<file path="src/design/tawas_pkg.sv">
// Tawas fetch shared definitions
// Widths, the instruction word views, opcode tags and the
// register offsets of the AXI4-Lite control block
`default_nettype none

package tawas_pkg;

  localparam int PC_W = 24;
  localparam int AU_OP_W = 6;
  localparam int LS_TYPE_W = 2;

  // Control word tags and the branch prefix
  localparam logic [3:0] TAG_JUMP = 4'hF;
  localparam logic [3:0] TAG_IMM = 4'hE;
  localparam logic [2:0] PFX_BRANCH = 3'b110;

  // Control view of an instruction word
  typedef struct packed {
    logic [3:0] tag;
    logic [3:0] link;
    logic [PC_W-1:0] target;
  } tawas_ctl_t;

  // Slot pair view, lower slot issues first
  typedef struct packed {
    logic [1:0] pfx;
    logic [14:0] hi;
    logic [14:0] lo;
  } tawas_pair_t;

  typedef union packed {
    tawas_ctl_t ctl;
    tawas_pair_t pair;
  } tawas_instr_u;

  localparam logic [31:0] REG_CTRL = 32'h00;
  localparam logic [31:0] REG_IMEM_ADDR = 32'h04;
  localparam logic [31:0] REG_IMEM_DATA = 32'h08;
  localparam logic [31:0] REG_PC0 = 32'h0C;
  localparam logic [31:0] REG_PC1 = 32'h10;

endpackage

`default_nettype wire

</file>
<file path="src/design/tawas_ifs.sv">
// Tawas fetch interfaces
// AU op bundle, LS op bundle and the link register port
`timescale 1ns/1ps
`default_nettype none


interface link_if;
  logic store;
  logic [3:0] store_reg;
  logic [tawas_pkg::PC_W-1:0] pc;
  logic [3:0] load_reg;
  logic [tawas_pkg::PC_W-1:0] rtn;

  modport fetch (output store, store_reg, pc, load_reg, input rtn);
  modport regs (input store, store_reg, pc, load_reg, output rtn);
endinterface

`default_nettype wire

</file>
<file path="src/design/tawas_link_regs.sv">
// Tawas link register file
// Sixteen return address registers, written on a call and
// read combinationally for a return
`timescale 1ns/1ps
`default_nettype none

module tawas_link_regs (
  input logic CLK,
  input logic RST,
  link_if.regs link
);

  logic [15:0][tawas_pkg::PC_W-1:0] lr;

  always_ff @(posedge CLK or posedge RST)
    if (RST)
      lr <= '0;
    else if (link.store)
      lr[link.store_reg] <= link.pc;

  assign link.rtn = lr[link.load_reg];

endmodule

`default_nettype wire

</file>
<file path="src/flat_wrapper.sv">
// flat-port wrapper written by rule: the top's interface ports become plain ports
module tawas_link_regs_flat 
  (CLK, RST, link_store, link_store_reg, link_pc, link_load_reg, link_rtn);
  link_if link_i ();
  input logic CLK;
  input logic RST;
  input wire logic [$bits(link_i.store)-1:0] link_store;
  input wire logic [$bits(link_i.store_reg)-1:0] link_store_reg;
  input wire logic [$bits(link_i.pc)-1:0] link_pc;
  input wire logic [$bits(link_i.load_reg)-1:0] link_load_reg;
  output wire logic [$bits(link_i.rtn)-1:0] link_rtn;
  assign link_i.store = link_store;
  assign link_i.store_reg = link_store_reg;
  assign link_i.pc = link_pc;
  assign link_i.load_reg = link_load_reg;
  assign link_rtn = link_i.rtn;
  tawas_link_regs u_core (.CLK(CLK), .RST(RST), .link(link_i));
endmodule
</file>
<file path="config.mk">
export PLATFORM = sky130hd
export DESIGN_NAME = tawas_link_regs_flat
export DESIGN_NICKNAME = d
export VERILOG_FILES = /design/src/design/tawas_pkg.sv /design/src/design/tawas_ifs.sv /design/src/design/tawas_link_regs.sv /design/src/flat_wrapper.sv
export SDC_FILE = /design/constraint.sdc
export NUM_CORES = 1
export LEC_CHECK = 0
export BUFFER_PORTS_ARGS = -buffer_cell sky130_fd_sc_hd__buf_2
export CORE_MARGIN = 4
export CORE_UTILIZATION = 38
export DETAILED_ROUTE_END_ITERATION = 10
export GPL_TIMING_DRIVEN = 0
export SLEW_MARGIN = 0
export SYNTH_ARGS = -nofsm -noshare
export SYNTH_HDL_FRONTEND = slang
export SYNTH_SLANG_ARGS = --single-unit
</file>
<file path="constraint.sdc">
create_clock -name CLK -period 17.35 [get_ports CLK]
set_input_delay 1.735 -clock CLK [delete_from_list [all_inputs] [get_ports CLK]]
set_output_delay 1.735 -clock CLK [all_outputs]
set_load 0.005 [all_outputs]
</file>
==> results.py <==
metrics = {
    "outcome": {
        "outcome": "finished, final reports clean",
    },
    "floorplanning": {
        "io_pins": 59,
        "coreArea_um2": 44410,
        "die_w_um": 220.6,
        "start_util_pct": 38.67,
        "dieArea_um2": 48660,
        "rows": 77,
        "die_y_um": 220.6,
    },
    "timing": {
        "finalHoldViolations": 0,
        "setup_viol_count_final": 0,
        "setup_slack_ns": 11.91,
        "slew-limit-headroom_pct": 37.47,
        "drv_slew": 0,
        "worst_pin_slew_ns": 0.9380,
        "clock.fmax_mhz": 183.8,
        "fin_skew_ns": 0,
        "setup_tns_ns": 0,
        "holdWs_ns": 0.4926,
        "finalCriticalPeriod_ns": 5.439,
        "period_share_pct": 31.35,
        "rsz0062_at_grt": "false",
    },
    "cts": {
        "htreeDepth": 2,
        "cts_buffers": 43,
        "clk_latency_ns": 0.53,
        "cts.sinks": 384,
        "clk_pin_slew_ns": 0.06,
        "ctsRootBufferMaster": "clkbuf_16",
        "hold_buffers": 0,
        "cts_buffer_depth": 3,
        "post_cts_buffers": 0,
        "cts_tree": "done",
        "post_cts_resize_count": 0,
    },
    "final_layout": {
        "layout-drive-gt1-share_pct": 55.95,
        "area_growth_syn_to_layout_pct": 14.84,
        "final_common_cell": "dfrtp_1",
        "fill_cells": 3922,
        "postLayoutCoreUtil_pct": 44.41,
        "final_cells": 1787,
        "finalNetCount": 1199,
        "top_register": "u_core.lr",
        "final_area_um2": 19720,
        "reg.largest.list": "u_core.lr (384)",
        "final_cell_mix": "dfrtp_1 (384), mux2_2 (383), buf_2 (102)",
        "largest_register_ffs": 384,
    },
    "critical_path": {
        "critPathLaunch": "link_load_reg[1]",
        "crit_required_ns": 15.61,
        "rr_worst_depth": 1,
        "r2r_end": "u_core.lr[113]",
        "start_kind": "input port",
        "reg2reg_slack_ns": 16.58,
        "critPathCaptureType": "primary output",
        "crit_arrival_ns": 3.70,
        "critical_path.max_fanout": 10,
        "timing_worst_setup_path_type": "input port to primary output",
        "r2r-start": "u_core.lr[113]",
    },
    "grt": {
        "grt_max_degree": 119,
        "grt_usage_pct": 17.68,
        "grt_pass1_wl_um": 65000,
        "grt-ovfl-total": 0,
        "grt_pass1_vias": 10380,
        "antenna_found_initial": 0,
    },
    "synth": {
        "syn-cell-area_um2": 17170,
        "synth.ff_latch_count": 384,
        "synthCells": 1060,
        "yosysUniqueCellTypes": 20,
        "syn_nets": 1095,
        "synth_seq_area_share_pct": 55.95,
        "yosysWarnings": 0,
        "syn-mean-instance-area_um2": 16.20,
    },
    "placed_design": {
        "place_congestion": 0.7555,
        "port_buffers": 56,
        "dpl.cell_count": 1711,
        "pre_cts_ws_ns": 11.88,
        "placed_cell_area_um2": 18290,
        "hpwlAfterDp_um": 27190,
    },
    "job": {
        "maxCapViolations": 0,
    },
    "route": {
        "wl_per_cell_um": 23.41,
        "drt_iter0_drc": 512,
        "drtPass1Iterations": 4,
        "totalWireLength_um": 41830,
        "post-route-drc-count": 0,
        "via_count": 9658,
        "via_per_inst": 5.405,
        "ant_nets": 0,
    },
    "power": {
        "p_per_area_nw_per_um2": 129.2,
        "finalPower_mw": 2.549,
        "p_leak_nw": 8.485,
        "peakVddDrop_mv": 0.06035,
    },
    "min_path": {
        "hold_path_class": "register to register",
        "min_path_cells": 1,
        "min_to": "u_core.lr[113]",
        "hp-start": "u_core.lr[113]",
    },
}
==> cells by family after synthesis <==
logic type             share of synthesized area [%]
AOI/OAI and AO/OA                              2.098
buffers and inverters                          2.696
DFF                                            55.95
muxes                                          37.77
and+or+nand+nor                                1.486
==> worst max-delay path by stage <==
stage / endpoint / slack (ns) / depth (start not counted)
3_3_place_gp: u_core.lr[302] / 0.56 / 2
3_5_place_dp: link_rtn[22] / 11.88 / 7
5_1_grt: link_rtn[22] / 11.81 / 7
2_1_floorplan: u_core.lr[0] / 4.94 / 1
6_report: link_rtn[22] / 11.91 / 7
4_1_cts: link_rtn[22] / 11.87 / 7
==> per-layer routing <==
metal	global-route usage (%)	vias to the layer above	wire length, µm
li1	-	4189	-
met4	4.369	0	890
met1	25.31	5257	19090
met3	2.801	55	1785
met2	28.53	157	20070
met5	0	-	0
==> cells in the mapped netlist <==
cell type | instances | share of area, %
dfrtp_1 | 384 | 56
mux2_2 | 383 | 25
mux4_2 | 96 | 13
a22oi_1 | 48 | 2.1
buf_2 | 46 | 1.3
clkbuf_1 | 42 | 0.92
nand2_1 | 26 | 0.57
nand2b_1 | 7 | 0.25
nor2_2 | 6 | 0.22
buf_6 | 5 | 0.33
nor2_1 | 5 | 0.11
buf_4 | 2 | 0.087
nand3b_1 | 2 | 0.087
nor2b_1 | 2 | 0.073
and2_1 | 1 | 0.036
and3_1 | 1 | 0.036
inv_1 | 1 | 0.022
mux2_1 | 1 | 0.066
nand3_1 | 1 | 0.029
nor3b_2 | 1 | 0.073
==> power breakdown <==
part           switching (mW)  leakage (nW)  internal [mW]
Combinational           0.160          3.06          0.274
Clock                   0.363         0.715          0.550
Sequential             0.0975          4.71           1.10
Total                   0.621          8.49           1.93
==> area by class of cell <==
class	count	area [µm²]	area share, %
inverters	1	11.26	0.05710
plain buffers	95	459.2	2.328
diodes	1	2.502	0.01269
multi-input cells	580	7102	36.01
well taps	592	740.7	3.756
flip-flops and latches	384	9609	48.72
clock buffers	63	1303	6.604
clock inverters	12	132.6	0.6725
repair buffers	59	362.8	1.840
==> worst max-delay path: stages <==
cell and delay (ns):
clkbuf_1 0.21, buf_2 0.36, buf_2 0.50, mux4_2 0.41, a22oi_1 0.17, nand2_1 0.15
buf_2 0.16
Power figures use the tool's default switching activity.
