--- src/design/tawas_pkg.sv ---
// Tawas fetch shared definitions
// Widths, the instruction word views, opcode tags and the
// register offsets of the AXI4-Lite control block
`default_nettype none

package tawas_pkg;

  localparam int PC_W = 24;
  localparam int AU_OP_W = 6;
  localparam int LS_TYPE_W = 2;

  // Control word tags and the branch prefix
  localparam logic [3:0] TAG_JUMP = 4'hF;
  localparam logic [3:0] TAG_IMM = 4'hE;
  localparam logic [2:0] PFX_BRANCH = 3'b110;

  // Control view of an instruction word
  typedef struct packed {
    logic [3:0] tag;
    logic [3:0] link;
    logic [PC_W-1:0] target;
  } tawas_ctl_t;

  // Slot pair view, lower slot issues first
  typedef struct packed {
    logic [1:0] pfx;
    logic [14:0] hi;
    logic [14:0] lo;
  } tawas_pair_t;

  typedef union packed {
    tawas_ctl_t ctl;
    tawas_pair_t pair;
  } tawas_instr_u;

  localparam logic [31:0] REG_CTRL = 32'h00;
  localparam logic [31:0] REG_IMEM_ADDR = 32'h04;
  localparam logic [31:0] REG_IMEM_DATA = 32'h08;
  localparam logic [31:0] REG_PC0 = 32'h0C;
  localparam logic [31:0] REG_PC1 = 32'h10;

endpackage

`default_nettype wire

--- src/design/tawas_ctrl_regs.sv ---
// Tawas control registers
// AXI4-Lite slave with the run bit, the instruction memory load
// pointer and data port, and read back of both slice PCs
`timescale 1ns/1ps
`default_nettype none

module tawas_ctrl_regs #(
  parameter int IMEM_DEPTH = 256,
  localparam int AW = $clog2(IMEM_DEPTH)
) (
  input  logic CLK,
  input  logic RST,
  input  logic [31:0] awaddr,
  input  logic awvalid,
  output logic awready,
  input  logic [31:0] wdata,
  input  logic wvalid,
  output logic wready,
  output logic [1:0] bresp,
  output logic bvalid,
  input  logic bready,
  input  logic [31:0] araddr,
  input  logic arvalid,
  output logic arready,
  output logic [31:0] rdata,
  output logic [1:0] rresp,
  output logic rvalid,
  input  logic rready,
  output logic run,
  output logic imem_we,
  output logic [AW-1:0] imem_waddr,
  output logic [31:0] imem_wdata,
  input  logic [tawas_pkg::PC_W-1:0] pc0,
  input  logic [tawas_pkg::PC_W-1:0] pc1
);

  logic wr_rdy;
  logic [AW-1:0] ptr;
  logic [31:0] rd_mux;

  // Write channel, address and data accepted together
  always_ff @(posedge CLK or posedge RST)
    if (RST)
    begin
      wr_rdy <= 1'b0;
      bvalid <= 1'b0;
    end
    else
    begin
      wr_rdy <= awvalid && wvalid && !wr_rdy && !bvalid;
      if (wr_rdy)
        bvalid <= 1'b1;
      else if (bready)
        bvalid <= 1'b0;
    end

  assign awready = wr_rdy;
  assign wready = wr_rdy;
  assign bresp = 2'b00;

  always_ff @(posedge CLK or posedge RST)
    if (RST)
    begin
      run <= 1'b0;
      ptr <= '0;
    end
    else if (wr_rdy)
    begin
      if (awaddr == tawas_pkg::REG_CTRL)
        run <= wdata[0];
      else if (awaddr == tawas_pkg::REG_IMEM_ADDR)
        ptr <= wdata[AW-1:0];
      else if (awaddr == tawas_pkg::REG_IMEM_DATA)
        ptr <= ptr + AW'(1);
    end

  // Data port store at the load pointer
  assign imem_we = wr_rdy && (awaddr == tawas_pkg::REG_IMEM_DATA);
  assign imem_waddr = ptr;
  assign imem_wdata = wdata;

  always_comb
  begin
    rd_mux = 32'd0;
    if (araddr == tawas_pkg::REG_CTRL)
      rd_mux = {31'd0, run};
    else if (araddr == tawas_pkg::REG_IMEM_ADDR)
      rd_mux = 32'(ptr);
    else if (araddr == tawas_pkg::REG_PC0)
      rd_mux = 32'(pc0);
    else if (araddr == tawas_pkg::REG_PC1)
      rd_mux = 32'(pc1);
  end

  // Read channel, data follows arready by one cycle
  always_ff @(posedge CLK or posedge RST)
    if (RST)
    begin
      arready <= 1'b0;
      rvalid <= 1'b0;
    end
    else
    begin
      arready <= arvalid && !arready && !rvalid;
      if (arready)
        rvalid <= 1'b1;
      else if (rready)
        rvalid <= 1'b0;
    end

  always_ff @(posedge CLK)
    if (arready)
      rdata <= rd_mux;

  assign rresp = 2'b00;

endmodule

`default_nettype wire

--- config.mk ---
export PLATFORM = sky130hd
export DESIGN_NAME = tawas_ctrl_regs
export DESIGN_NICKNAME = d
export VERILOG_FILES = /design/src/design/tawas_pkg.sv /design/src/design/tawas_ctrl_regs.sv
export SDC_FILE = /design/constraint.sdc
export NUM_CORES = 1
export LEC_CHECK = 0
export CELL_PAD_IN_SITES_DETAIL_PLACEMENT = 0
export CELL_PAD_IN_SITES_GLOBAL_PLACEMENT = 2
export CORE_AREA = 2 2 91 93
export CTS_BUF_LIST = sky130_fd_sc_hd__clkbuf_4
export DETAILED_ROUTE_END_ITERATION = 16
export DIE_AREA = 0 0 93 95
export DONT_BUFFER_PORTS = 1
export GPL_ROUTABILITY_DRIVEN = 1
export PLACE_DENSITY = 0.82
export SETUP_SLACK_MARGIN = 0.15
export SLEW_MARGIN = 20
export SYNTH_ARGS = -nofsm -noshare
export SYNTH_HDL_FRONTEND = slang
export SYNTH_SLANG_ARGS = --single-unit
--- constraint.sdc ---
create_clock -name CLK -period 2.6 [get_ports CLK]
set_input_delay 0.26 -clock CLK [delete_from_list [all_inputs] [get_ports CLK]]
set_output_delay 0.26 -clock CLK [all_outputs]
set_load 0.05 [all_outputs]
==> flow_summary.yaml, run 1 <==
cells_and_area:
  diodes: 0
  final_common_cell: "edfxtp_1"
  synthToLayoutAreaGrowth_pct: -3.51
  num-nets-final: 343
  layout-drive-gt1-share: 0.135
  final_cell_mix: "24 x edfxtp_1, 17 x a22o_1, 13 x nor2_1, 13 x dfrtp_1, 12 x conb_1"
  fin_area_sq_um: 2230
  fin_util: 0.282
grt:
  grt-ovfl-total: 0
  grt_usage: 0.134
  antenna_found_initial: 0
  grt_pass1_vias: 1546
  grt_first_pass_wirelength_um: 8650
  grt_start_max_net_pins: 26
timing:
  tightest_slew_ns: 0.669
  slew_headroom: 0.554
  finalCritPeriodShare: 0.781
  setup-tns-final_ns: 0
  max_freq_mhz: 493
  finalHoldViolations: 0
  maxSlewViolCount: 0
  fin_hold_ws_ns: 0.0456
  skew_ns: 0.00619
  rsz0062_at_grt: "no"
  setup_violations: 0
  fin_crit_ns: 2.03
worst_hold_path:
  hp-class: "in -> reg"
  min_from: "wvalid"
  worst_hold_path.endpoint: "awready"
  hold_path_depth: 2
logic_synthesis:
  synth-edff-count: 24
  ys_seq_area_frac: 0.452
  syn_area_sq_um: 2310
  yosysWarningCount: 0
  yosysUniqueCellTypes: 41
  synthCells: 216
  yosys_most_used_dff: "edfxtp_1"
  avgSynthCellArea_sq_um: 10.7
  yosys_register_bits: 37
  async_flop_share: 0.351
routing:
  routed_wl_um: 6240
  via_per_inst: 5.31
  ant_nets: 0
  vias: 1578
  drc: 0
  dr.pass1.iters: 6
  drt_iter0_markers: 76
  avgRoutedWirePerCell_um: 21.0
clock_tree:
  path_clk_slew_ns: 0.10
  clk_path_buf_depth: 2
  clk_latency_ns: 0.32
  tritoncts: "yes"
  clkSinkCount: 37
  cts_buffers: 5
  htreeDepth: 2
  cts_resized: 0
  root_buffer: "clkbuf_4"
critical_path:
  reg2reg_to: "imem_waddr[7]"
  crit_cells: 5
  crit_buf_inv: 1
  critPathMaxStageDelay_ns: 0.54
  cp_cell_sequence: "nor4_1 -> nand2_1 -> or4_1 -> nor2_1 -> buf_4"
  setup.worst_path.class: "in -> out"
  cp_data_required_time_ns: 2.34
  rrSetupSlack_ns: 0.86
  r2r_start: "imem_waddr[2]"
  arrival_ns: 1.77
  worstSetupEndpointType: "output pin"
  crit_start: "awaddr[10]"
  critical-path-slowest-cell: "or4_1"
  critPathMaxFanout: 3
  rr_worst_depth: 5
  start_kind: "input port"
  critPathTopFamily: "simple AND/OR/NAND/NOR gates"
status:
  status: "complete, no violations"
floorplanning:
  die_x_um: 93
  die-area_sq_um: 8840
  core_area_sq_um: 7930
  die_h_um: 95
  ios: 234
  initial_utilization: 0.292
  fp-row-count: 33
flow_run:
  cap_violations: 0
placement:
  place.gp.congestion: 0.734
  port_buffers: 0
  place_hpwl_um: 5260
  placed_cell_area_sq_um: 2170
pwr:
  powerDensity_nw_per_um2: 561
  p_leak_nw: 0.851
  max-vdd-ir-drop_v: 0.000189
## cell type report
type	instances	area [sq um]
repair buffers	11	85.1
multi-input cells	125	875
well taps	105	131
flip-flops and latches	37	1050
fillers	838	5690
inverters	11	41.3
clock buffers	6	45.0
clock inverters	2	10.0
## sequential cells by signal (all words and copies together) (netlist names)
register and cells:
bvalid 1, rvalid 1, run 1, imem_waddr 8, arready 1, awready 1
rdata 24
## logic make-up (layout without fill, tap and decap cells)
| logic type | Yosys count | count (layout) | share of synthesized area |
|---|---|---|---|
| compound gates | 41 | 41 | 0.142 |
| mux | 9 | 9 | 0.0411 |
| other cells | 1 | 12 | 0.00162 |
| simple gates | 61 | 61 | 0.166 |
| fa+ha+maj | 1 | 1 | 0.00540 |
| flops | 37 | 37 | 0.452 |
| xor+xnor | 1 | 1 | 0.00378 |
| buf+inv | 65 | 30 | 0.188 |
## worst reg2reg max path: stages (launching register included)
cell and delay (ns):
dfrtp_1 0.64, and3_1 0.35, nand2_1 0.11, nor3_1 0.06, mux2_1 0.30, a22o_1 0.18
## repair_timing
item,in CTS,in global routing
endpoints found under the hold margin,13,0
buffers inserted,0,0
hold buffers,1,0
## per-stage QoR
step	setup WS, ns	total power (W)	instances
after floorplan	0.350	0.00110	227
after global placement	0.451	0.000974	288
after detailed placement	0.449	0.000978	288
after CTS	0.453	0.00128	297
after global routing	0.422	0.00131	297
final	0.570	0.00125	297
## worst max-delay path by stage
stage	endpoint	slack, ns
after detailed placement	imem_waddr[1]	0.45
after floorplan	imem_we	0.35
final	imem_we	0.57
after global placement	imem_we	0.45
after CTS	imem_we	0.45
after global routing	imem_we	0.42
## Yosys cell counts (2+ instances only)
cell type	instances	share of area
nor4_1	10	0.027
nor2_1	13	0.021
and3_1	4	0.011
mux2_1	3	0.015
nand4_1	2	0.0054
nand2_1	6	0.0097
a22oi_1	5	0.016
mux2i_1	5	0.022
buf_2	3	0.0065
dfrtp_1	13	0.14
a22o_1	17	0.064
clkbuf_1	3	0.0049
inv_1	11	0.018
nor4_2	4	0.022
a222oi_1	7	0.030
o21ai_1	6	0.013
nor2b_1	3	0.0081
buf_4	46	0.15
buf_6	2	0.0097
nand3_1	5	0.011
a21o_1	3	0.0097
nor3_1	3	0.0065
edfxtp_1	24	0.31
## layer usage
layer  routed length (um)  up-vias  track usage  share of wire
met5                    0        -            0              0
met1                 2150      736        0.128           0.34
met3                  721       10       0.0559           0.12
met4                   83        0       0.0490          0.013
met2                 3280      129        0.257           0.53
li1                     -      703            -              -
## power breakdown
part	total, W	internal, W	leakage, nW	switching [W]
Clock	0.000291	0.000114	0.0354	0.000177
Combinational	0.000115	0.0000208	0.432	0.0000942
Sequential	0.000848	0.000683	0.384	0.000165
(Power assumes the default switching activity.)
==> inputs of run 2 (changes only) <==
Settings changed: ABC_AREA from default to 1, CORE_AREA 2 2 91 93 to default, CORE_ASPECT_RATIO from default to 1.75, CORE_MARGIN from default to 2, CORE_UTILIZATION from default to 31, DIE_AREA 0 0 93 95 to default, PLACE_DENSITY 0.82 to 0.89.
Clock period 2.6 ns to 2.05 ns, I/O delays scaled along.
==> run 2 against run 1 <==
  * Non-clock buffer count grew 7
  * Largest cell class is now multi-input gates
  * Critical endpoint unchanged
  * Combinational power grew 45%
  * Synthesized area grew 13%
==> flow_summary.yaml, run 2 <==
timing:
  maxSlewViolCount: 0
  setup_violations: 0
  fin_crit_ns: 1.59
  finalHoldViolations: 0
  max_freq_mhz: 631
  finalCritPeriodShare: 0.774
  tightest_slew_ns: 0.588
  rsz0062_at_grt: "no"
  slew_headroom: 0.608
  skew_ns: 0.00815
  setup-tns-final_ns: 0
grt:
  antenna_found_initial: 0
  grt_start_max_net_pins: 28
  grt_first_pass_wirelength_um: 9650
  grt-ovfl-total: 0
  grt_usage: 0.137
  grt_pass1_vias: 2014
floorplanning:
  initial_utilization: 0.317
  die_h_um: 126
  die_x_um: 73.4
  core_area_sq_um: 8260
  ios: 234
  die-area_sq_um: 9220
  fp-row-count: 44
cells_and_area:
  largest_register: "rdata"
  synthToLayoutAreaGrowth_pct: 2.06
  largest_register_ffs: 24
  final_cell_mix: "104 x nand2_1, 38 x nor2_1, 32 x nand3_1"
  num-nets-final: 478
  final_common_cell: "nand2_1"
  fin_util: 0.323
  diodes: 0
  layout-drive-gt1-share: 0.113
logic_synthesis:
  yosysUniqueCellTypes: 28
  avgSynthCellArea_sq_um: 7.65
  yosys_register_bits: 37
  yosysMostFrequentCell: "nand2_1"
  yosys_most_used_dff: "edfxtp_1"
  synth_top_cell_area_share: 0.275
  ys_seq_area_frac: 0.400
  netlist_top_cells_count: "104 x nand2_1, 45 x buf_4, 38 x nor2_1, 32 x nand3_1, 24 x edfxtp_1"
  yosys-top-cells-area: "edfxtp_1 28%, nand2_1 15%, buf_4 13%"
  synth-edff-count: 24
  async_flop_share: 0.351
  synthCells: 342
  yosysWarningCount: 0
  yosysTopAreaCell: "edfxtp_1"
  syn_area_sq_um: 2620
flow_run:
  cap_violations: 0
critical_path:
  r2r_start: "imem_waddr[0]"
  worstSetupEndpointType: "output pin"
  setup.worst_path.class: "reg -> out"
  critical-path-slowest-cell: "nor4_4"
  rrSetupSlack_ns: 0.52
  arrival_ns: 1.38
  critPathMaxStageDelay_ns: 0.37
  rr_worst_depth: 7
  start_kind: "flop"
  reg2reg_to: "imem_waddr[6]"
  cp_cell_sequence: "inv_1 -> nor4_4 -> buf_12"
  critPathMaxFanout: 3
  cp_data_required_time_ns: 1.85
pwr:
  powerDensity_nw_per_um2: 704
  max-vdd-ir-drop_v: 0.000235
  p_leak_nw: 1.15
routing:
  avgRoutedWirePerCell_um: 15.0
  drc: 0
  routed_wl_um: 6280
  drt_iter0_markers: 71
  vias: 2042
  via_per_inst: 4.87
  dr.pass1.iters: 4
  ant_nets: 0
clock_tree:
  tritoncts: "yes"
  clkSinkCount: 37
  path_clk_slew_ns: 0.12
  cts_resized: 0
  clk_latency_ns: 0.35
  htreeDepth: 2
  cts_buffers: 5
  clk_path_buf_depth: 2
  root_buffer: "clkbuf_4"
worst_hold_path:
  hp-class: "in -> reg"
  hold_path_depth: 2
  min_from: "pc0[10]"
  worst_hold_path.endpoint: "rdata[10]"
placement:
  place.gp.congestion: 0.761
  place_hpwl_um: 5280
  port_buffers: 0
status:
  status: "complete, no violations"
run 2: changes by cell type in the layout (fill, tap and decap cells not counted), sizes merged, moves of 5 or more:
| cell | change |
|---|---|
| mux2i | -5 |
| a222oi | -7 |
| nor2 | +39 |
| nor4 | -14 |
| nand3 | +28 |
| nand2 | +99 |
| a22o | -17 |
| dlygate4sd3 | +6 |
| o21ai | +8 |
| a22oi | -5 |
| inv | +6 |
| a21oi | +14 |
run 2: worst max-delay path: cells and delay by family, from the launching register on:
kind / cells / cell delay (ns)
buf+inv: 2 / 0.30
simple gates: 1 / 0.37
flops: 1 / 0.36
run 2: final cells by class:
class	instances	area (sq um)
Clock buffer	5	37.5
Tap cell	92	115
Fill cell	914	5590
Inverter	16	60.1
Multi-Input combinational cell	248	1180
Clock inverter	3	68.8
Timing Repair Buffer	18	165
Sequential cell	37	1050
run 2: what timing repair did:
| action | in CTS | in global routing |
|---|---|---|
| setup buffers | 0 | 0 |
| hold buffers | 7 | 0 |
| endpoints found under the hold margin | 18 | 0 |
| endpoints found under the setup margin | 0 | 0 |
run 2: power by group:
part / leakage [nW] / total [W] / switching [W] / internal (W)
logic: 0.685 / 0.000167 / 0.000133 / 0.0000336
clock network: 0.0558 / 0.000642 / 0.000258 / 0.000384
registers: 0.410 / 0.00107 / 0.000206 / 0.000866
run 2: worst max path at each step:
stage / from / end / slack (ns)
3_3_place_gp: araddr[25] / rdata[2] / 0.42
3_5_place_dp: araddr[25] / rdata[6] / 0.42
4_1_cts: awready / imem_we / 0.40
6_report: awready / imem_we / 0.46
2_1_floorplan: awready / imem_we / 0.22
5_1_grt: imem_waddr[0] / imem_waddr[6] / 0.28
run 2: stage by stage:
stage               instance area, sq um  total power [W]  hold slack (ns)  instances  setup WS [ns]
CTS                                 2670          0.00192          0.00250        419          0.402
finish                              2670          0.00188           0.0262        419          0.464
detailed placement                  2490          0.00125            0.149        404          0.424
global placement                    2490          0.00125            0.149        404          0.418
floorplan                           2670          0.00141           0.0820        353          0.219
global route                        2670          0.00196           0.0171        419          0.282
run 2: logic make-up (layout without fill, tap and decap cells):
logic type	count (synthesis)	after routing	synth area share
buf+inv	68	42	0.172
other cells	1	12	0.00143
simple gates	198	198	0.341
fa+ha+maj	1	1	0.00478
xor+xnor	6	6	0.0201
compound gates	31	31	0.0617
flops	37	37	0.400
run 2: routing by layer:
layer,share of wire,up-vias,routed length [um],GRT usage
met1,0.32,872,1990,0.124
met5,0,-,0,0
met2,0.56,129,3500,0.263
met4,0.034,0,212,0.0706
met3,0.094,24,588,0.0346
li1,-,1017,-,-
