File: config.mk
export PLATFORM = sky130hd
export DESIGN_NAME = tawas_fetch_flat
export DESIGN_NICKNAME = d
export VERILOG_FILES = /design/src/design/tawas_pkg.sv /design/src/design/tawas_ifs.sv /design/src/design/tawas_fetch.sv /design/src/flat_wrapper.sv
export SDC_FILE = /design/constraint.sdc
export NUM_CORES = 1
export LEC_CHECK = 0
export BUFFER_PORTS_ARGS = -buffer_cell sky130_fd_sc_hd__clkbuf_2
export CAP_MARGIN = 20
export CELL_PAD_IN_SITES_DETAIL_PLACEMENT = 0
export CELL_PAD_IN_SITES_GLOBAL_PLACEMENT = 1
export CORE_ASPECT_RATIO = 0.6
export CORE_MARGIN = 1
export CORE_UTILIZATION = 28
export CTS_BUF_LIST = sky130_fd_sc_hd__clkbuf_8 sky130_fd_sc_hd__clkbuf_16
export DETAILED_ROUTE_END_ITERATION = 16
export PLACE_DENSITY = 0.59
export SLEW_MARGIN = 20
export SYNTH_ARGS = -nofsm -noshare
export SYNTH_HDL_FRONTEND = slang
export SYNTH_SLANG_ARGS = --single-unit
export TNS_END_PERCENT = 1
File: constraint.sdc
create_clock -name CLK -period 4.4 [get_ports CLK]
set_input_delay 0.66 -clock CLK [delete_from_list [all_inputs] [get_ports CLK]]
set_output_delay 0.66 -clock CLK [all_outputs]
set_load 0.01 [all_outputs]
File: src/design/tawas_pkg.sv
// Tawas fetch shared definitions
// Widths, the instruction word views, opcode tags and the
// register offsets of the AXI4-Lite control block
`default_nettype none

package tawas_pkg;

  localparam int PC_W = 24;
  localparam int AU_OP_W = 6;
  localparam int LS_TYPE_W = 2;

  // Control word tags and the branch prefix
  localparam logic [3:0] TAG_JUMP = 4'hF;
  localparam logic [3:0] TAG_IMM = 4'hE;
  localparam logic [2:0] PFX_BRANCH = 3'b110;

  // Control view of an instruction word
  typedef struct packed {
    logic [3:0] tag;
    logic [3:0] link;
    logic [PC_W-1:0] target;
  } tawas_ctl_t;

  // Slot pair view, lower slot issues first
  typedef struct packed {
    logic [1:0] pfx;
    logic [14:0] hi;
    logic [14:0] lo;
  } tawas_pair_t;

  typedef union packed {
    tawas_ctl_t ctl;
    tawas_pair_t pair;
  } tawas_instr_u;

  localparam logic [31:0] REG_CTRL = 32'h00;
  localparam logic [31:0] REG_IMEM_ADDR = 32'h04;
  localparam logic [31:0] REG_IMEM_DATA = 32'h08;
  localparam logic [31:0] REG_PC0 = 32'h0C;
  localparam logic [31:0] REG_PC1 = 32'h10;

endpackage

`default_nettype wire

File: src/design/tawas_ifs.sv
// Tawas fetch interfaces
// AU op bundle, LS op bundle and the link register port
`timescale 1ns/1ps
`default_nettype none

interface au_op_if;
  logic vld;
  logic [tawas_pkg::AU_OP_W-1:0] op;
  logic [3:0] ra;
  logic [3:0] rb;
  logic imm_vld;
  logic [31:0] imm;

  modport src (output vld, op, ra, rb, imm_vld, imm);
endinterface

interface ls_op_if;
  logic vld;
  logic store;
  logic [tawas_pkg::LS_TYPE_W-1:0] op_type;
  logic [3:0] ptr;
  logic [3:0] offset;
  logic [3:0] reg_id;

  modport src (output vld, store, op_type, ptr, offset, reg_id);
endinterface

interface link_if;
  logic store;
  logic [3:0] store_reg;
  logic [tawas_pkg::PC_W-1:0] pc;
  logic [3:0] load_reg;
  logic [tawas_pkg::PC_W-1:0] rtn;

  modport fetch (output store, store_reg, pc, load_reg, input rtn);
  modport regs (input store, store_reg, pc, load_reg, output rtn);
endinterface

`default_nettype wire

File: src/design/tawas_fetch.sv
// Tawas instruction fetch
// Two slices share the fetch path and alternate every clock.
// Jumps, calls, returns, relative branches and immediate prefixes
// are executed here; other words are split into AU and LS ops.
// Slice 0 starts at PC 0, slice 1 at PC 1
`timescale 1ns/1ps
`default_nettype none

module tawas_fetch (
  input  logic CLK,
  input  logic RST,
  input  logic run,
  output logic [tawas_pkg::PC_W-1:0] iaddr,
  input  tawas_pkg::tawas_instr_u idata,
  input  logic [15:0] au_flags,
  output logic slice,
  output logic [tawas_pkg::PC_W-1:0] pc0,
  output logic [tawas_pkg::PC_W-1:0] pc1,
  au_op_if.src au,
  ls_op_if.src ls,
  link_if.fetch link
);

  localparam int PC_W = tawas_pkg::PC_W;

  logic [31:0] w;
  logic active;
  logic is_jump;
  logic is_branch;
  logic [3:0] cond_sel;
  logic cond_true;
  logic instr_vld;
  logic cur_slice;
  logic other_slice;
  logic [1:0][PC_W-1:0] pc_q;
  logic [1:0] series_q;
  logic [1:0][27:0] imm_q;
  logic [PC_W-1:0] pc_cur;
  logic [PC_W-1:0] pc_inc;
  logic [PC_W-1:0] pc_next;
  logic store_en;
  logic [3:0] store_sel;
  logic au_upper;
  logic ls_upper;
  logic [14:0] au_slot;
  logic [14:0] ls_slot;

  assign w = idata;
  assign active = run & instr_vld;
  assign is_jump = idata.ctl.tag == tawas_pkg::TAG_JUMP;
  assign is_branch = w[31:29] == tawas_pkg::PFX_BRANCH;
  assign other_slice = ~cur_slice;

  // Condition flag select, flag 0 for anything but a branch word
  always_comb
  begin
    cond_sel = 4'd0;
    if (is_branch)
    begin
      if (w[27:26] == 2'b10)
        cond_sel = w[25:22];
      else if (!w[27])
        cond_sel = w[26:23];
    end
  end

  assign cond_true = au_flags[cond_sel];

  assign pc_cur = pc_q[cur_slice];
  assign pc_inc = pc_cur + PC_W'(1);

  // Next PC and link store for the word on idata
  always_comb
  begin
    pc_next = pc_inc;
    store_en = 1'b0;
    store_sel = 4'd0;
    if (cond_true)
    begin
      if (is_jump)
      begin
        pc_next = idata.ctl.target;
        store_en = idata.ctl.link != 4'd0;
        store_sel = idata.ctl.link;
      end
      else if (is_branch)
      begin
        if (!w[27])
        begin
          // Return, the return PC goes to another link register
          pc_next = link.rtn;
          store_en = 1'b1;
          store_sel = w[22:19];
        end
        else if (w[26])
          pc_next = pc_cur + {{(PC_W-11){w[25]}}, w[25:15]};
        else
          pc_next = pc_cur + {{(PC_W-7){w[21]}}, w[21:15]};
      end
    end
  end

  assign link.store = active & store_en;
  assign link.store_reg = store_sel;
  assign link.pc = pc_inc;
  assign link.load_reg = (w[31:30] == 2'b11) ? w[18:15] : 4'd0;

  // Slice sequencing, the first run cycle only loads slice 1's address
  always_ff @(posedge CLK or posedge RST)
    if (RST)
    begin
      instr_vld <= 1'b0;
      cur_slice <= 1'b0;
      iaddr <= '0;
    end
    else if (!run)
    begin
      instr_vld <= 1'b0;
      cur_slice <= 1'b0;
      iaddr <= '0;
    end
    else
    begin
      instr_vld <= 1'b1;
      cur_slice <= other_slice;
      iaddr <= pc_q[other_slice];
    end

  // Per-slice PC and pair word series state
  always_ff @(posedge CLK or posedge RST)
    if (RST)
    begin
      pc_q[0] <= PC_W'(0);
      pc_q[1] <= PC_W'(1);
      series_q <= 2'b00;
    end
    else if (!run)
    begin
      pc_q[0] <= PC_W'(0);
      pc_q[1] <= PC_W'(1);
      series_q <= 2'b00;
    end
    else if (instr_vld)
    begin
      if (w[31] || series_q[cur_slice])
      begin
        pc_q[cur_slice] <= pc_next;
        series_q[cur_slice] <= 1'b0;
      end
      else
        series_q[cur_slice] <= 1'b1;
    end

  // Immediate prefix hold per slice
  always_ff @(posedge CLK or posedge RST)
    if (RST)
      imm_q <= '0;
    else if (active && (idata.ctl.tag == tawas_pkg::TAG_IMM))
      imm_q[cur_slice] <= {idata.ctl.link, idata.ctl.target};

  // Upper slot on the second turn of a pair word
  assign au_upper = series_q[cur_slice];
  assign ls_upper = au_upper | (w[31:30] == 2'b10);
  assign au_slot = au_upper ? idata.pair.hi : idata.pair.lo;
  assign ls_slot = ls_upper ? idata.pair.hi : idata.pair.lo;

  assign au.vld = active & ((w[31:30] == 2'b00) | (w[31:30] == 2'b10) | (w[31:28] == 4'b1100));
  assign au.op = au_slot[13:8];
  assign au.ra = au_slot[7:4];
  assign au.rb = au_slot[3:0];
  assign au.imm_vld = au_slot[14];
  assign au.imm = {imm_q[cur_slice], au_slot[7:4]};

  assign ls.vld = active & ((w[31:30] == 2'b01) | (w[31:30] == 2'b10) | (w[31:28] == 4'b1101));
  assign ls.store = ls_slot[14];
  assign ls.op_type = ls_slot[13:12];
  assign ls.ptr = ls_slot[11:8];
  assign ls.offset = ls_slot[7:4];
  assign ls.reg_id = ls_slot[3:0];

  assign slice = cur_slice;
  assign pc0 = pc_q[0];
  assign pc1 = pc_q[1];

endmodule

`default_nettype wire

File: src/flat_wrapper.sv
// flat-port wrapper written by rule: the top's interface ports become plain ports
module tawas_fetch_flat 
  (CLK, RST, run, iaddr, idata, au_flags, slice, pc0, pc1, au_vld, au_op, au_ra, au_rb, au_imm_vld, au_imm, ls_vld, ls_store, ls_op_type, ls_ptr, ls_offset, ls_reg_id, link_store, link_store_reg, link_pc, link_load_reg, link_rtn);
  au_op_if au_i ();
  ls_op_if ls_i ();
  link_if link_i ();
  input  logic CLK;
  input  logic RST;
  input  logic run;
  output logic [tawas_pkg::PC_W-1:0] iaddr;
  input  tawas_pkg::tawas_instr_u idata;
  input  logic [15:0] au_flags;
  output logic slice;
  output logic [tawas_pkg::PC_W-1:0] pc0;
  output logic [tawas_pkg::PC_W-1:0] pc1;
  output wire logic [$bits(au_i.vld)-1:0] au_vld;
  output wire logic [$bits(au_i.op)-1:0] au_op;
  output wire logic [$bits(au_i.ra)-1:0] au_ra;
  output wire logic [$bits(au_i.rb)-1:0] au_rb;
  output wire logic [$bits(au_i.imm_vld)-1:0] au_imm_vld;
  output wire logic [$bits(au_i.imm)-1:0] au_imm;
  output wire logic [$bits(ls_i.vld)-1:0] ls_vld;
  output wire logic [$bits(ls_i.store)-1:0] ls_store;
  output wire logic [$bits(ls_i.op_type)-1:0] ls_op_type;
  output wire logic [$bits(ls_i.ptr)-1:0] ls_ptr;
  output wire logic [$bits(ls_i.offset)-1:0] ls_offset;
  output wire logic [$bits(ls_i.reg_id)-1:0] ls_reg_id;
  output wire logic [$bits(link_i.store)-1:0] link_store;
  output wire logic [$bits(link_i.store_reg)-1:0] link_store_reg;
  output wire logic [$bits(link_i.pc)-1:0] link_pc;
  output wire logic [$bits(link_i.load_reg)-1:0] link_load_reg;
  input wire logic [$bits(link_i.rtn)-1:0] link_rtn;
  assign au_vld = au_i.vld;
  assign au_op = au_i.op;
  assign au_ra = au_i.ra;
  assign au_rb = au_i.rb;
  assign au_imm_vld = au_i.imm_vld;
  assign au_imm = au_i.imm;
  assign ls_vld = ls_i.vld;
  assign ls_store = ls_i.store;
  assign ls_op_type = ls_i.op_type;
  assign ls_ptr = ls_i.ptr;
  assign ls_offset = ls_i.offset;
  assign ls_reg_id = ls_i.reg_id;
  assign link_store = link_i.store;
  assign link_store_reg = link_i.store_reg;
  assign link_pc = link_i.pc;
  assign link_load_reg = link_i.load_reg;
  assign link_i.rtn = link_rtn;
  tawas_fetch u_core (.CLK(CLK), .RST(RST), .run(run), .iaddr(iaddr), .idata(idata), .au_flags(au_flags), .slice(slice), .pc0(pc0), .pc1(pc1), .au(au_i), .ls(ls_i), .link(link_i));
endmodule
==> results of run 1 <==
synthesized netlist by cell type (9+ instances only):
cell type  instances
dfrtp_1          131
mux2_2           125
nand2_1           90
mux2i_1           44
o21ai_0           44
nor2_1            33
a21oi_1           32
nor2b_1           31
ha_1              27
clkbuf_1          26
inv_1             25
xnor2_1           23
nand3_1           22
buf_2             18
xor2_1            12
o21ai_1           11
a22oi_1           10
nor3_1            10
a21o_1             9
a22o_1             9
kinds of logic after synthesis:
| family | count (synthesis) | share of synthesized area (%) |
|---|---|---|
| buf+inv | 83 | 4.61 |
| xor+xnor | 35 | 3.35 |
| compound gates | 219 | 17.4 |
| simple gates | 245 | 13.8 |
| mux | 172 | 20.7 |
| fa+ha+maj | 28 | 3.92 |
| flops | 132 | 36.2 |
worst max path at each step:
stage                      startpoint                         end  slack [ps]  cells past startpoint
2_1_floorplan                     RST   u_core.iaddr[0]$_DFF_PP0_         220                      1
3_3_place_gp                idata[26]  u_core.pc1[18]$_DFFE_PP0P_         540                     12
3_5_place_dp                idata[26]  u_core.pc1[19]$_DFFE_PP0P_         510                     12
4_1_cts        u_core.slice$_DFF_PP0_                 link_pc[20]         300                     10
5_1_grt        u_core.slice$_DFF_PP0_                 link_pc[20]          90                     10
6_report       u_core.slice$_DFF_PP0_                 link_pc[20]         200                     10
registers in the layout, indices dropped and copies added, names as in the netlist:
| register | flops |
|---|---|
| u_core.pc1 | 24 |
| u_core.instr_vld | 1 |
| u_core.pc0 | 24 |
| u_core.slice | 1 |
| u_core.iaddr | 24 |
| u_core.series_q | 2 |
| u_core.imm_q | 56 |
critical path: stages, from the launching register on:
cell and delay (ps):
dfrtp_4 660, mux2i_1 220, inv_1 160, ha_1 210, inv_1 80, a211oi_2 280, and3_2 280, and2_1 290
nand2_1 100, xnor2_1 560, clkbuf_2 250
per-layer routing:
metal  wire length [um]  up-vias
met3               1970       17
met4                307        0
met1              18700     4159
li1                   -     3857
met5                  0        -
met2              14900      280
report_power, final:
part | internal [mW] | switching (mW) | total [mW]
combinational | 0.312 | 0.419 | 0.731
sequential | 1.29 | 0.0478 | 1.34
clock | 0.953 | 0.612 | 1.57
total | 2.56 | 1.08 | 3.64
area by class of cell:
type                       count  area share [%]
multi-input combinational    699            47.4
sequential                   132            28.9
clock inverter                15            1.78
antenna                        1          0.0219
clock buffer                  17            3.72
tap                          416            4.55
timing repair buffer         275            12.7
inverter                      25           0.865
stage by stage:
stage	hold slack (ps)	worst slack (ps)	power, mW	utilization (%)
2_1_floorplan	454	216	1.81	-
3_3_place_gp	467	540	2.09	34.1
3_5_place_dp	472	508	2.09	34.1
4_1_cts	350	298	3.68	36.1
5_1_grt	385	89.7	3.80	36.1
6_report	320	195	3.64	36.1
==> impl_results.md, run 1 <==
* Run status: complete, no violations
* GPL Wtd Cong at 0.897
* Arr. time, crit path at 3540 ps
* Largest net degree at the start of global routing at 78
* VDD IR max at 0.271 mV
* GR met2 Demand/Resource at 32.2%
* Clk root buf: clkbuf_16
* Post-synth ARST share at 100%
* Total Wirelength at approximately 36000 um
* Post-layout nets at 1253
* Final period utilization at 95.6%
* Area contributors post-synth: dfrtp_1 (36%), mux2_2 (15%), mux2i_1 (4.8%)
* Via count at 8313
* Initial core utilization at 28.9%
* Yosys cell types at 83
* Design area at 0.0114 mm^2
* CORE AREA at 0.0317 mm^2
* Crit start category: register
* Antenna violations before repair at 1
* Reg area at 0.00331 mm^2
* Syn Nets at around 1000
* Met1 GRT Util at between 30% and 40%
* Worst Reg-to-Reg Cells at 12
* Die Wd at 235 um
* HP Class: in2async
* Die height at 142 um
* Clock latency on the worst-skew pair at 440 ps
* Post-synth EDFFs at 0
* R2R Path End: u_core.pc1[17]$_DFFE_PP0P_
* Vias in the first global route at 8118
* Top-level port count at about 250
* Worst Skew at between 10 and 15 ps
* WL per Instance at 22.7 um
* Max clock buf depth at 2
* Number of setup buffers added after CTS at 0
* Final Hold Viols at 0
* CTS clock-pin slew for the worst setup and hold paths at roughly 70 ps
* RSZ-0062 raised after global routing: no
* Filler cells at 3272
* Cell Area, Synth at 0.00914 mm^2
* Row count at 50
* Relative slew margins at roughly half
* Drt via density at approximately 5.3
* Area of placed instances at 0.0108 mm^2
* Met3 Use GR at around 4.4%
* CTS tree: yes
* Most frequent cells in the layout: clkbuf_2 (244), dfrtp_1 (130), mux2_2 (125)
* Clk sink count at ~130
* Commonest non-fill, non-tap cell in the layout: clkbuf_2
* Area fraction of the dominant cell type after synthesis at 35.9%
* CTS-repair resized insts at 0
* Cell taking the most area after synthesis: dfrtp_1
* Inserted Clock Buffers at 17
* Final ANT Viol Nets at 0
* CP required at 3740 ps
* First-pass GRT wire length at approximately 54000 um
* Critical path class: reg2out
* Cell Count, Final, Fillers Out at 1580
* H-tree depth at 4
* Sequential element share of the synthesized area at 36.2%
* Yosys warns at 0
* Tmin final at 4200 ps
* Hold buffer count at cts at 0
* Gr ovfl total at 0
* Yosys reg bits at 132
* Most used DFF post-synth: dfrtp_1
* Proportion of layout cells with a drive suffix above 1 at roughly two fifths
* DRC viols at 0
* Setup TNS at 0 ps
* Pwr Density at approximately 320 mW/mm^2
* Syn Area/Cell at 10.0 um^2
* All-Layer GR Usage at 21.9%
* # Max-Cap Violations at 0
* CP endpoint kind: primary output
* Dpl cells at ~1500
* Area grow syn2layout at 25.1%
* Fmax at around 0.24 GHz
* Fin. max-slew vios at 0
* IO Port Bufs at 244
* Reg2reg start: u_core.slice$_DFF_PP0_
* Die Footprint at about 0.033 mm^2
* Worst R2R Setup Slack at 580 ps
* Worst Max-Slew Pin Slew at 763 ps
* Drt initial violations at 609
* Post-DP HPWL at around 28000 um
* Drt first pass iters at 8
* Crit Path Max Fanout at 27
* Syn Inst Count at 914
* Multi-input logic area at 0.00542 mm^2
* Finish-stage setup viols at 0
* Busiest layer in global routing: met1
* Leakage at 5.55 nW
No activity file was read; power rests on OpenSTA's default activity.
==> inputs of run 2 (changes only) <==
--- a/config.mk
+++ b/config.mk
@@ -14,9 +14,9 @@
 export CORE_UTILIZATION = 28
 export CTS_BUF_LIST = sky130_fd_sc_hd__clkbuf_8 sky130_fd_sc_hd__clkbuf_16
 export DETAILED_ROUTE_END_ITERATION = 16
+export MAX_ROUTING_LAYER = met4
 export PLACE_DENSITY = 0.59
 export SLEW_MARGIN = 20
 export SYNTH_ARGS = -nofsm -noshare
 export SYNTH_HDL_FRONTEND = slang
 export SYNTH_SLANG_ARGS = --single-unit
-export TNS_END_PERCENT = 1
==> run 2 against run 1 <==
Compared with the run above: wire length grew 0.17%; fmax increased by 4.0%; utilization about the same; flip-flop and latch count unchanged; final area barely moved; setup slack better by 160 ps; critical path type unchanged; critical endpoint is now link_pc[18]; largest power group unchanged.
==> impl_results.md, run 2 (same netlist as run 1, synthesis figures left out) <==
* Most common cell type on the critical path: inv_1 (unchanged)
* Drt via density at 5.24 (was 5.26)
* Leakage at 5.54 nW (was 5.55 nW)
* WL per Instance at 22.7 um (about the same)
* Drt first pass iters at 6 (was 8)
* Max FFs per register at 56 (unchanged)
* Via count at 8283 (was 8313)
* VDD IR max at 0.278 mV (was 0.271 mV)
* Met3 Use GR at 5.14% (was 4.40%)
* Setup TNS at 0 ps (unchanged)
* First-pass GRT wire length at 54300 um (was 53700 um)
* Critical path class: reg2out (unchanged)
* Crit-path max cell delay at 600 ps (was 660 ps)
* Total Wirelength at 35900 um (was 35800 um)
* Area grow syn2layout at 25.1% (about the same)
* IO Port Bufs at 244 (unchanged)
* Filler cells at 3250 (was 3272)
* Top-level port count at 245 (unchanged)
* H-tree depth at 4 (unchanged)
* Finish-stage setup viols at 0 (unchanged)
* Antenna violations before repair at 2 (was 1)
* GR met2 Demand/Resource at 32.1% (was 32.2%)
* Gr ovfl total at 0 (unchanged)
* Busiest layer in global routing: met1 (unchanged)
* WHS at 302 ps (was 320 ps)
* Initial core utilization at 28.9% (unchanged)
* Tmin final at 4040 ps (was 4200 ps)
* CTS-repair resized insts at 0 (unchanged)
* Proportion of layout cells with a drive suffix above 1 at 40.3% (about the same)
* Largest net degree at the start of global routing at 72 (was 78)
* RSZ-0062 raised after global routing: no (unchanged)
* Worst Path Buf+Inv at 3 (unchanged)
* GPL Wtd Cong at 0.915 (was 0.897)
* Drt initial violations at 686 (was 609)
* Inserted Clock Buffers at 17 (unchanged)
* Most frequent cells in the layout: clkbuf_2 (244), dfrtp_1 (130), mux2_2 (125) (unchanged)
* CTS tree: yes (unchanged)
* CP required at 3740 ps (about the same)
* Number of diodes at 0 (was 1)
* Kind of cell adding the most delay to the critical path: simple AND/OR/NAND/NOR gates (unchanged)
* CTS clock-pin slew for the worst setup and hold paths at 60 ps (was 70 ps)
* Run status: complete, no violations (unchanged)
* CORE AREA at 0.0317 mm^2 (unchanged)
* Critical path origin: u_core.slice$_DFF_PP0_ (unchanged)
* Worst Max-Slew Pin Slew at 1130 ps (was 763 ps)
* Worst Skew at 12.2 ps (was 11.0 ps)
* Largest Register: u_core.imm_q (unchanged)
* Arr. time, crit path at 3380 ps (was 3540 ps)
* Fmax at 0.247 GHz (was 0.238 GHz)
* Reg2reg start: u_core.slice$_DFF_PP0_ (unchanged)
* Relative slew margins at 24.4% (was 49.1%)
* Clock latency on the worst-skew pair at 440 ps (about the same)
* Vias in the first global route at 8318 (was 8118)
* Post-layout nets at 1255 (was 1253)
* DRC viols at 0 (unchanged)
* Die height at 142 um (unchanged)
* Pwr Density at 314 mW/mm^2 (was 318 mW/mm^2)
* All-Layer GR Usage at 22.7% (was 21.9%)
* Crit-path slowest cell: dfrtp_4 (unchanged)
* Clk sink count at 132 (unchanged)
* Met1 GRT Util at 33.0% (was 32.7%)
* Final ANT Viol Nets at 0 (unchanged)
* Crit start category: register (unchanged)
* Commonest non-fill, non-tap cell in the layout: clkbuf_2 (unchanged)
* Max clock buf depth at 2 (unchanged)
* Crit Path Max Fanout at 16 (was 27)
* # Max-Cap Violations at 0 (unchanged)
* CP cell instances: mux2i_1 -> inv_1 -> ha_1 -> inv_1 -> a211oi_2 -> and3_2 -> and2_1 -> nand3_1 -> xnor2_1 -> clkbuf_2 (was mux2i_1 -> inv_1 -> ha_1 -> inv_1 -> a211oi_2 -> and3_2 -> and2_1 -> nand2_1 -> xnor2_1 -> clkbuf_2)
* Die Wd at 235 um (unchanged)
* Row count at 50 (unchanged)
* Final period utilization at 91.9% (was 95.6%)
* HP Class: in2async (unchanged)
* Die Footprint at 0.0334 mm^2 (unchanged)
* Clk root buf: clkbuf_16 (unchanged)
* Final Hold Viols at 0 (unchanged)
* Post-DP HPWL at 27900 um (was 27800 um)
* CP endpoint kind: primary output (unchanged)
* Post-layout power at 3.59 mW (was 3.64 mW)
* Fin. max-slew vios at 0 (unchanged)
[run 2: cell count changes in the layout (fill, tap and decap cells not counted), sizes merged]
| cell | before | now |
|---|---|---|
| clkinv | 5 | 1 |
| clkinvlp | 2 | 5 |
| buf | 31 | 33 |
| bufinv | 4 | 3 |
| clkbuf | 261 | 262 |
| diode | 1 | 0 |
| inv | 29 | 30 |
[run 2: metrics by stage]
step | area (um^2) | worst slack [ps] | cells | util (%)
after CTS | 11400 | 318 | 1580 | 36.1
after detailed placement | 10800 | 393 | 1548 | 34.1
final | 11400 | 359 | 1581 | 36.1
after floorplan | 9140 | 216 | 914 | -
after global placement | 10800 | 479 | 1548 | 34.1
after global routing | 11400 | 127 | 1581 | 36.1
[run 2: path summary, 6_finish.rpt]
kind / endpoint / slack [ps] / cells after the start
setup / recovery: link_pc[18] / 360 / 10
hold / removal: u_core.imm_q[29]$_DFFE_PP0P_ / 300 / 2
setup reg to reg: u_core.pc1[19]$_DFFE_PP0P_ / 690 / 11
hold reg to reg: u_core.imm_q[13]$_DFFE_PP0P_ / 480 / 1
max in group asynchronous: u_core.imm_q[48]$_DFFE_PP0P_ / 2970 / 3
min in group CLK: u_core.imm_q[13]$_DFFE_PP0P_ / 480 / 1
[run 2: report_power, final]
group	internal [mW]	total [mW]	switching (mW)
Combinational	0.314	0.735	0.421
Clock	0.913	1.52	0.604
Sequential	1.29	1.34	0.0474
[run 2: timing repair]
item | CTS | global route
endpoints found under the setup margin | 0 | 1
buffers inserted | 0 | 1
hold buffers | 0 | 0
[run 2: worst reg2reg max path, delay by kind of cell, from the launching register on]
family / cells / cell delay (ps)
AOI/OAI and AO/OA: 7 / 1940
xor gates and xnor gates: 1 / 110
adders and majority gates: 1 / 320
buffers and inverters: 1 / 170
DFF: 1 / 600
muxes: 1 / 450
[run 2: area by class of cell]
class / count / area, um^2 / share of cell area, %
inverter: 25 / 98.8 / 0.864
sequential: 132 / 3310 / 28.9
clock inverter: 14 / 178 / 1.55
multi-input combinational: 699 / 5420 / 47.4
timing repair buffer: 277 / 1470 / 12.9
tap: 416 / 520 / 4.55
clock buffer: 18 / 439 / 3.84
[run 2: layer usage]
metal / share of wire, % / routed length [um]
met1: 52 / 18500
met3: 5.8 / 2080
met2: 42 / 15100
met4: 0.74 / 265
met5: 0 / 0
==> inputs of run 3 (changes only) <==
--- a/config.mk
+++ b/config.mk
@@ -15,7 +15,7 @@
 export CTS_BUF_LIST = sky130_fd_sc_hd__clkbuf_8 sky130_fd_sc_hd__clkbuf_16
 export DETAILED_ROUTE_END_ITERATION = 16
 export MAX_ROUTING_LAYER = met4
-export PLACE_DENSITY = 0.59
+export PLACE_DENSITY = 0.56
 export SLEW_MARGIN = 20
 export SYNTH_ARGS = -nofsm -noshare
 export SYNTH_HDL_FRONTEND = slang
==> constraint.sdc (replaced) <==
create_clock -name CLK -period 4.58 [get_ports CLK]
set_input_delay 0.687 -clock CLK [delete_from_list [all_inputs] [get_ports CLK]]
set_output_delay 0.687 -clock CLK [all_outputs]
set_load 0.01 [all_outputs]
==> run 3 against run 2 <==
Compared with the run above: combinational power shrank 3.5%; die area stayed put; power down 3.8%; first-iteration DRC count grew 8.3%; final cell count down 0.57%; critical endpoint is now ls_ptr[0]; setup slack better by 30 ps; final area is 0.38% lower; sequential share of layout area up 0.11 points; utilization decreased by 0.14 points; count of clock-buffer cells in the layout unchanged; critical path depth shrank 2.
==> impl_results.md, run 3 (same netlist as run 1, synthesis figures left out) <==
* Cell Count, Final, Fillers Out at 1572 (was 1581)
* DRC viols at 0 (unchanged)
* Commonest non-fill, non-tap cell in the layout: clkbuf_2 (unchanged)
* Antenna violations before repair at 1 (was 2)
* Post-layout power at 3.46 mW (was 3.59 mW)
* Total Wirelength at 35600 um (was 35900 um)
* Clock power frac at 42.2% (about the same)
* Hold buffer count at cts at 0 (unchanged)
* Vias in the first global route at 7952 (was 8318)
* CTS clock-pin slew for the worst setup and hold paths at 60 ps (about the same)
* CTS tree: yes (unchanged)
* Crit-path slowest cell: dfrtp_4 (unchanged)
* Drt first pass iters at 5 (was 6)
* Largest net degree at the start of global routing at 80 (was 72)
* CTS-repair resized insts at 0 (unchanged)
* Top-level port count at 245 (unchanged)
* Clock latency on the worst-skew pair at 460 ps (was 440 ps)
* Final period utilization at 91.5%
* CORE AREA at 0.0317 mm^2 (unchanged)
* GPL Wtd Cong at 0.924 (was 0.915)
* Post-DP HPWL at 27600 um (was 27900 um)
* Largest Register: u_core.imm_q (unchanged)
* Most common cell type on the critical path: buf_4 (was inv_1)
* Row count at 50 (unchanged)
* RSZ-0062 raised after global routing: no (unchanged)
* Fin. max-slew vios at 0 (unchanged)
* Initial core utilization at 28.9% (unchanged)
* First-pass GRT wire length at 52800 um (was 54300 um)
* Die Wd at 235 um (unchanged)
* Via count at 8190 (was 8283)
* H-tree depth at 4 (unchanged)
* IO Port Bufs at 244 (unchanged)
* Area grow syn2layout at 24.6% (was 25.1%)
* Clk root buf: clkbuf_16 (unchanged)
* Drt via density at 5.21 (was 5.24)
* Run status: complete, no violations (unchanged)
* Worst Reg-to-Reg Cells at 12 (was 11)
* Crit Path Max Fanout at 44 (was 16)
* Crit-path max cell delay at 650 ps (was 600 ps)
* Finish-stage setup viols at 0 (unchanged)
* Die height at 142 um (unchanged)
* HP Class: in2async (unchanged)
* Max clock buf depth at 2 (unchanged)
* P_int at 2.42 mW (was 2.52 mW)
* Die Footprint at 0.0334 mm^2 (unchanged)
* Max FFs per register at 56 (unchanged)
* Worst Skew at 16.4 ps (was 12.2 ps)
* Sw frac at 30.0% (was 29.9%)
* VDD IR max at 0.278 mV (about the same)
* Final ANT Viol Nets at 0 (unchanged)
* Most frequent cells in the layout: clkbuf_2 (244), dfrtp_1 (130), mux2_2 (125) (unchanged)
* Stages on worst setup path at 8 (was 10)
* CP endpoint kind: primary output (unchanged)
* # Max-Cap Violations at 0 (unchanged)
* Reg area at 0.00331 mm^2 (unchanged)
* Fmax at between 0.2 and 0.25 GHz
* Tmin final at 4190 ps
* Filler cells at 3284 (was 3250)
* Setup TNS at 0 ps (unchanged)
* Relative slew margins at 26.3% (was 24.4%)
* Number of setup buffers added after CTS at 0 (unchanged)
* Crit start category: register (unchanged)
* Leakage at 5.51 nW (was 5.54 nW)
* Final Hold Viols at 0 (unchanged)
* Psw at 1.04 mW (was 1.07 mW)
* Kind of cell adding the most delay to the critical path: buffers and inverters (was simple AND/OR/NAND/NOR gates)
* Drt initial violations at 743 (was 686)
* Post-layout nets at 1246 (was 1255)
* Inserted Clock Buffers at 17 (unchanged)
* Clk sink count at 132 (unchanged)
* All-Layer GR Usage at 22.2% (was 22.7%)
* Critical path class: reg2out (unchanged)
* Reg power frac at 37.3% (about the same)
* CP cell instances: buf_12 -> buf_4 -> mux2i_2 -> buf_4 -> nor2b_1 -> buf_4 -> mux2_2 -> clkbuf_2 (was mux2i_1 -> inv_1 -> ha_1 -> inv_1 -> a211oi_2 -> and3_2 -> and2_1 -> nand3_1 -> xnor2_1 -> clkbuf_2)
* Worst Max-Slew Pin Slew at 1110 ps (was 1130 ps)
* WL per Instance at 22.7 um (about the same)
* Combinational power share at 20.5% (about the same)
* Multi-input logic area at 0.00542 mm^2 (about the same)
* Gr ovfl total at 0 (unchanged)
* Dpl cells at 1540 (was 1548)
* CP required at 3890 ps (was 3740 ps)
* Arr. time, crit path at 3500 ps (was 3380 ps)
* Worst Path Buf+Inv at 5 (was 3)
* Pwr Density at 303 mW/mm^2 (was 314 mW/mm^2)
* Proportion of layout cells with a drive suffix above 1 at 40.1% (was 40.3%)
==> run 3: cell count changes in the layout (fill, tap and decap cells not counted), sizes merged <==
cell,previous run,this run
diode,0,1
buf,33,24
clkinvlp,5,2
inv,30,29
clkinv,1,4
==> run 3: routing by layer <==
layer,GRT usage (%),share of wire [%],vias up
met3,4.42,4.8,22
met4,4.71,1.2,0
met5,-,0,-
met1,32.3,51,4058
met2,31.6,43,266
li1,-,-,3844
==> run 3: power by group through the flow <==
stage | clock network (mW) | registers (mW) | logic [mW]
finish | 1.46 | 1.29 | 0.709
global route | 1.55 | 1.30 | 0.765
CTS | 1.50 | 1.29 | 0.714
detailed placement | 0 | 1.31 | 0.711
global placement | 0 | 1.31 | 0.710
floorplan | 0 | 1.30 | 0.448
==> run 3: final timing paths <==
path                                              start                      endpoint  slack (ps)
setup / recovery                 u_core.slice$_DFF_PP0_                     ls_ptr[0]         390
hold / removal                                      RST  u_core.imm_q[31]$_DFFE_PP0P_         280
setup reg to reg                 u_core.slice$_DFF_PP0_    u_core.pc1[19]$_DFFE_PP0P_         630
hold reg to reg            u_core.imm_q[13]$_DFFE_PP0P_  u_core.imm_q[13]$_DFFE_PP0P_         490
max in group asynchronous                           RST    u_core.iaddr[17]$_DFF_PP0_        3450
min in group CLK           u_core.imm_q[13]$_DFFE_PP0P_  u_core.imm_q[13]$_DFFE_PP0P_         490
==> run 3: metrics by stage <==
step	utilization, %	instance area (um^2)	hold slack, ps	setup slack [ps]
3_5_place_dp	34.0	10800	476	559
5_1_grt	36.0	11400	313	208
3_3_place_gp	34.0	10800	463	679
2_1_floorplan	-	9140	454	369
4_1_cts	36.0	11400	290	337
6_report	36.0	11400	280	388
==> run 3: worst register-to-register path: stages, from the launching register on <==
cell and delay, ps:
dfrtp_4 650, buf_12 310, mux2i_1 400, inv_1 150, ha_1 410, a21oi_1 140, o21ai_1 340, o21ai_0 200
a21oi_1 280, a311oi_2 150, xnor2_1 150, a222oi_1 430, o221ai_1 190
==> run 3: cell type report <==
cell class | instances | area share, %
diodes | 1 | 0.0220
clock buffers | 18 | 3.86
clock inverters | 13 | 1.53
inverters | 25 | 0.868
multi-input cells | 699 | 47.6
flip-flops and latches | 132 | 29.0
well taps | 416 | 4.57
repair buffers | 268 | 12.5
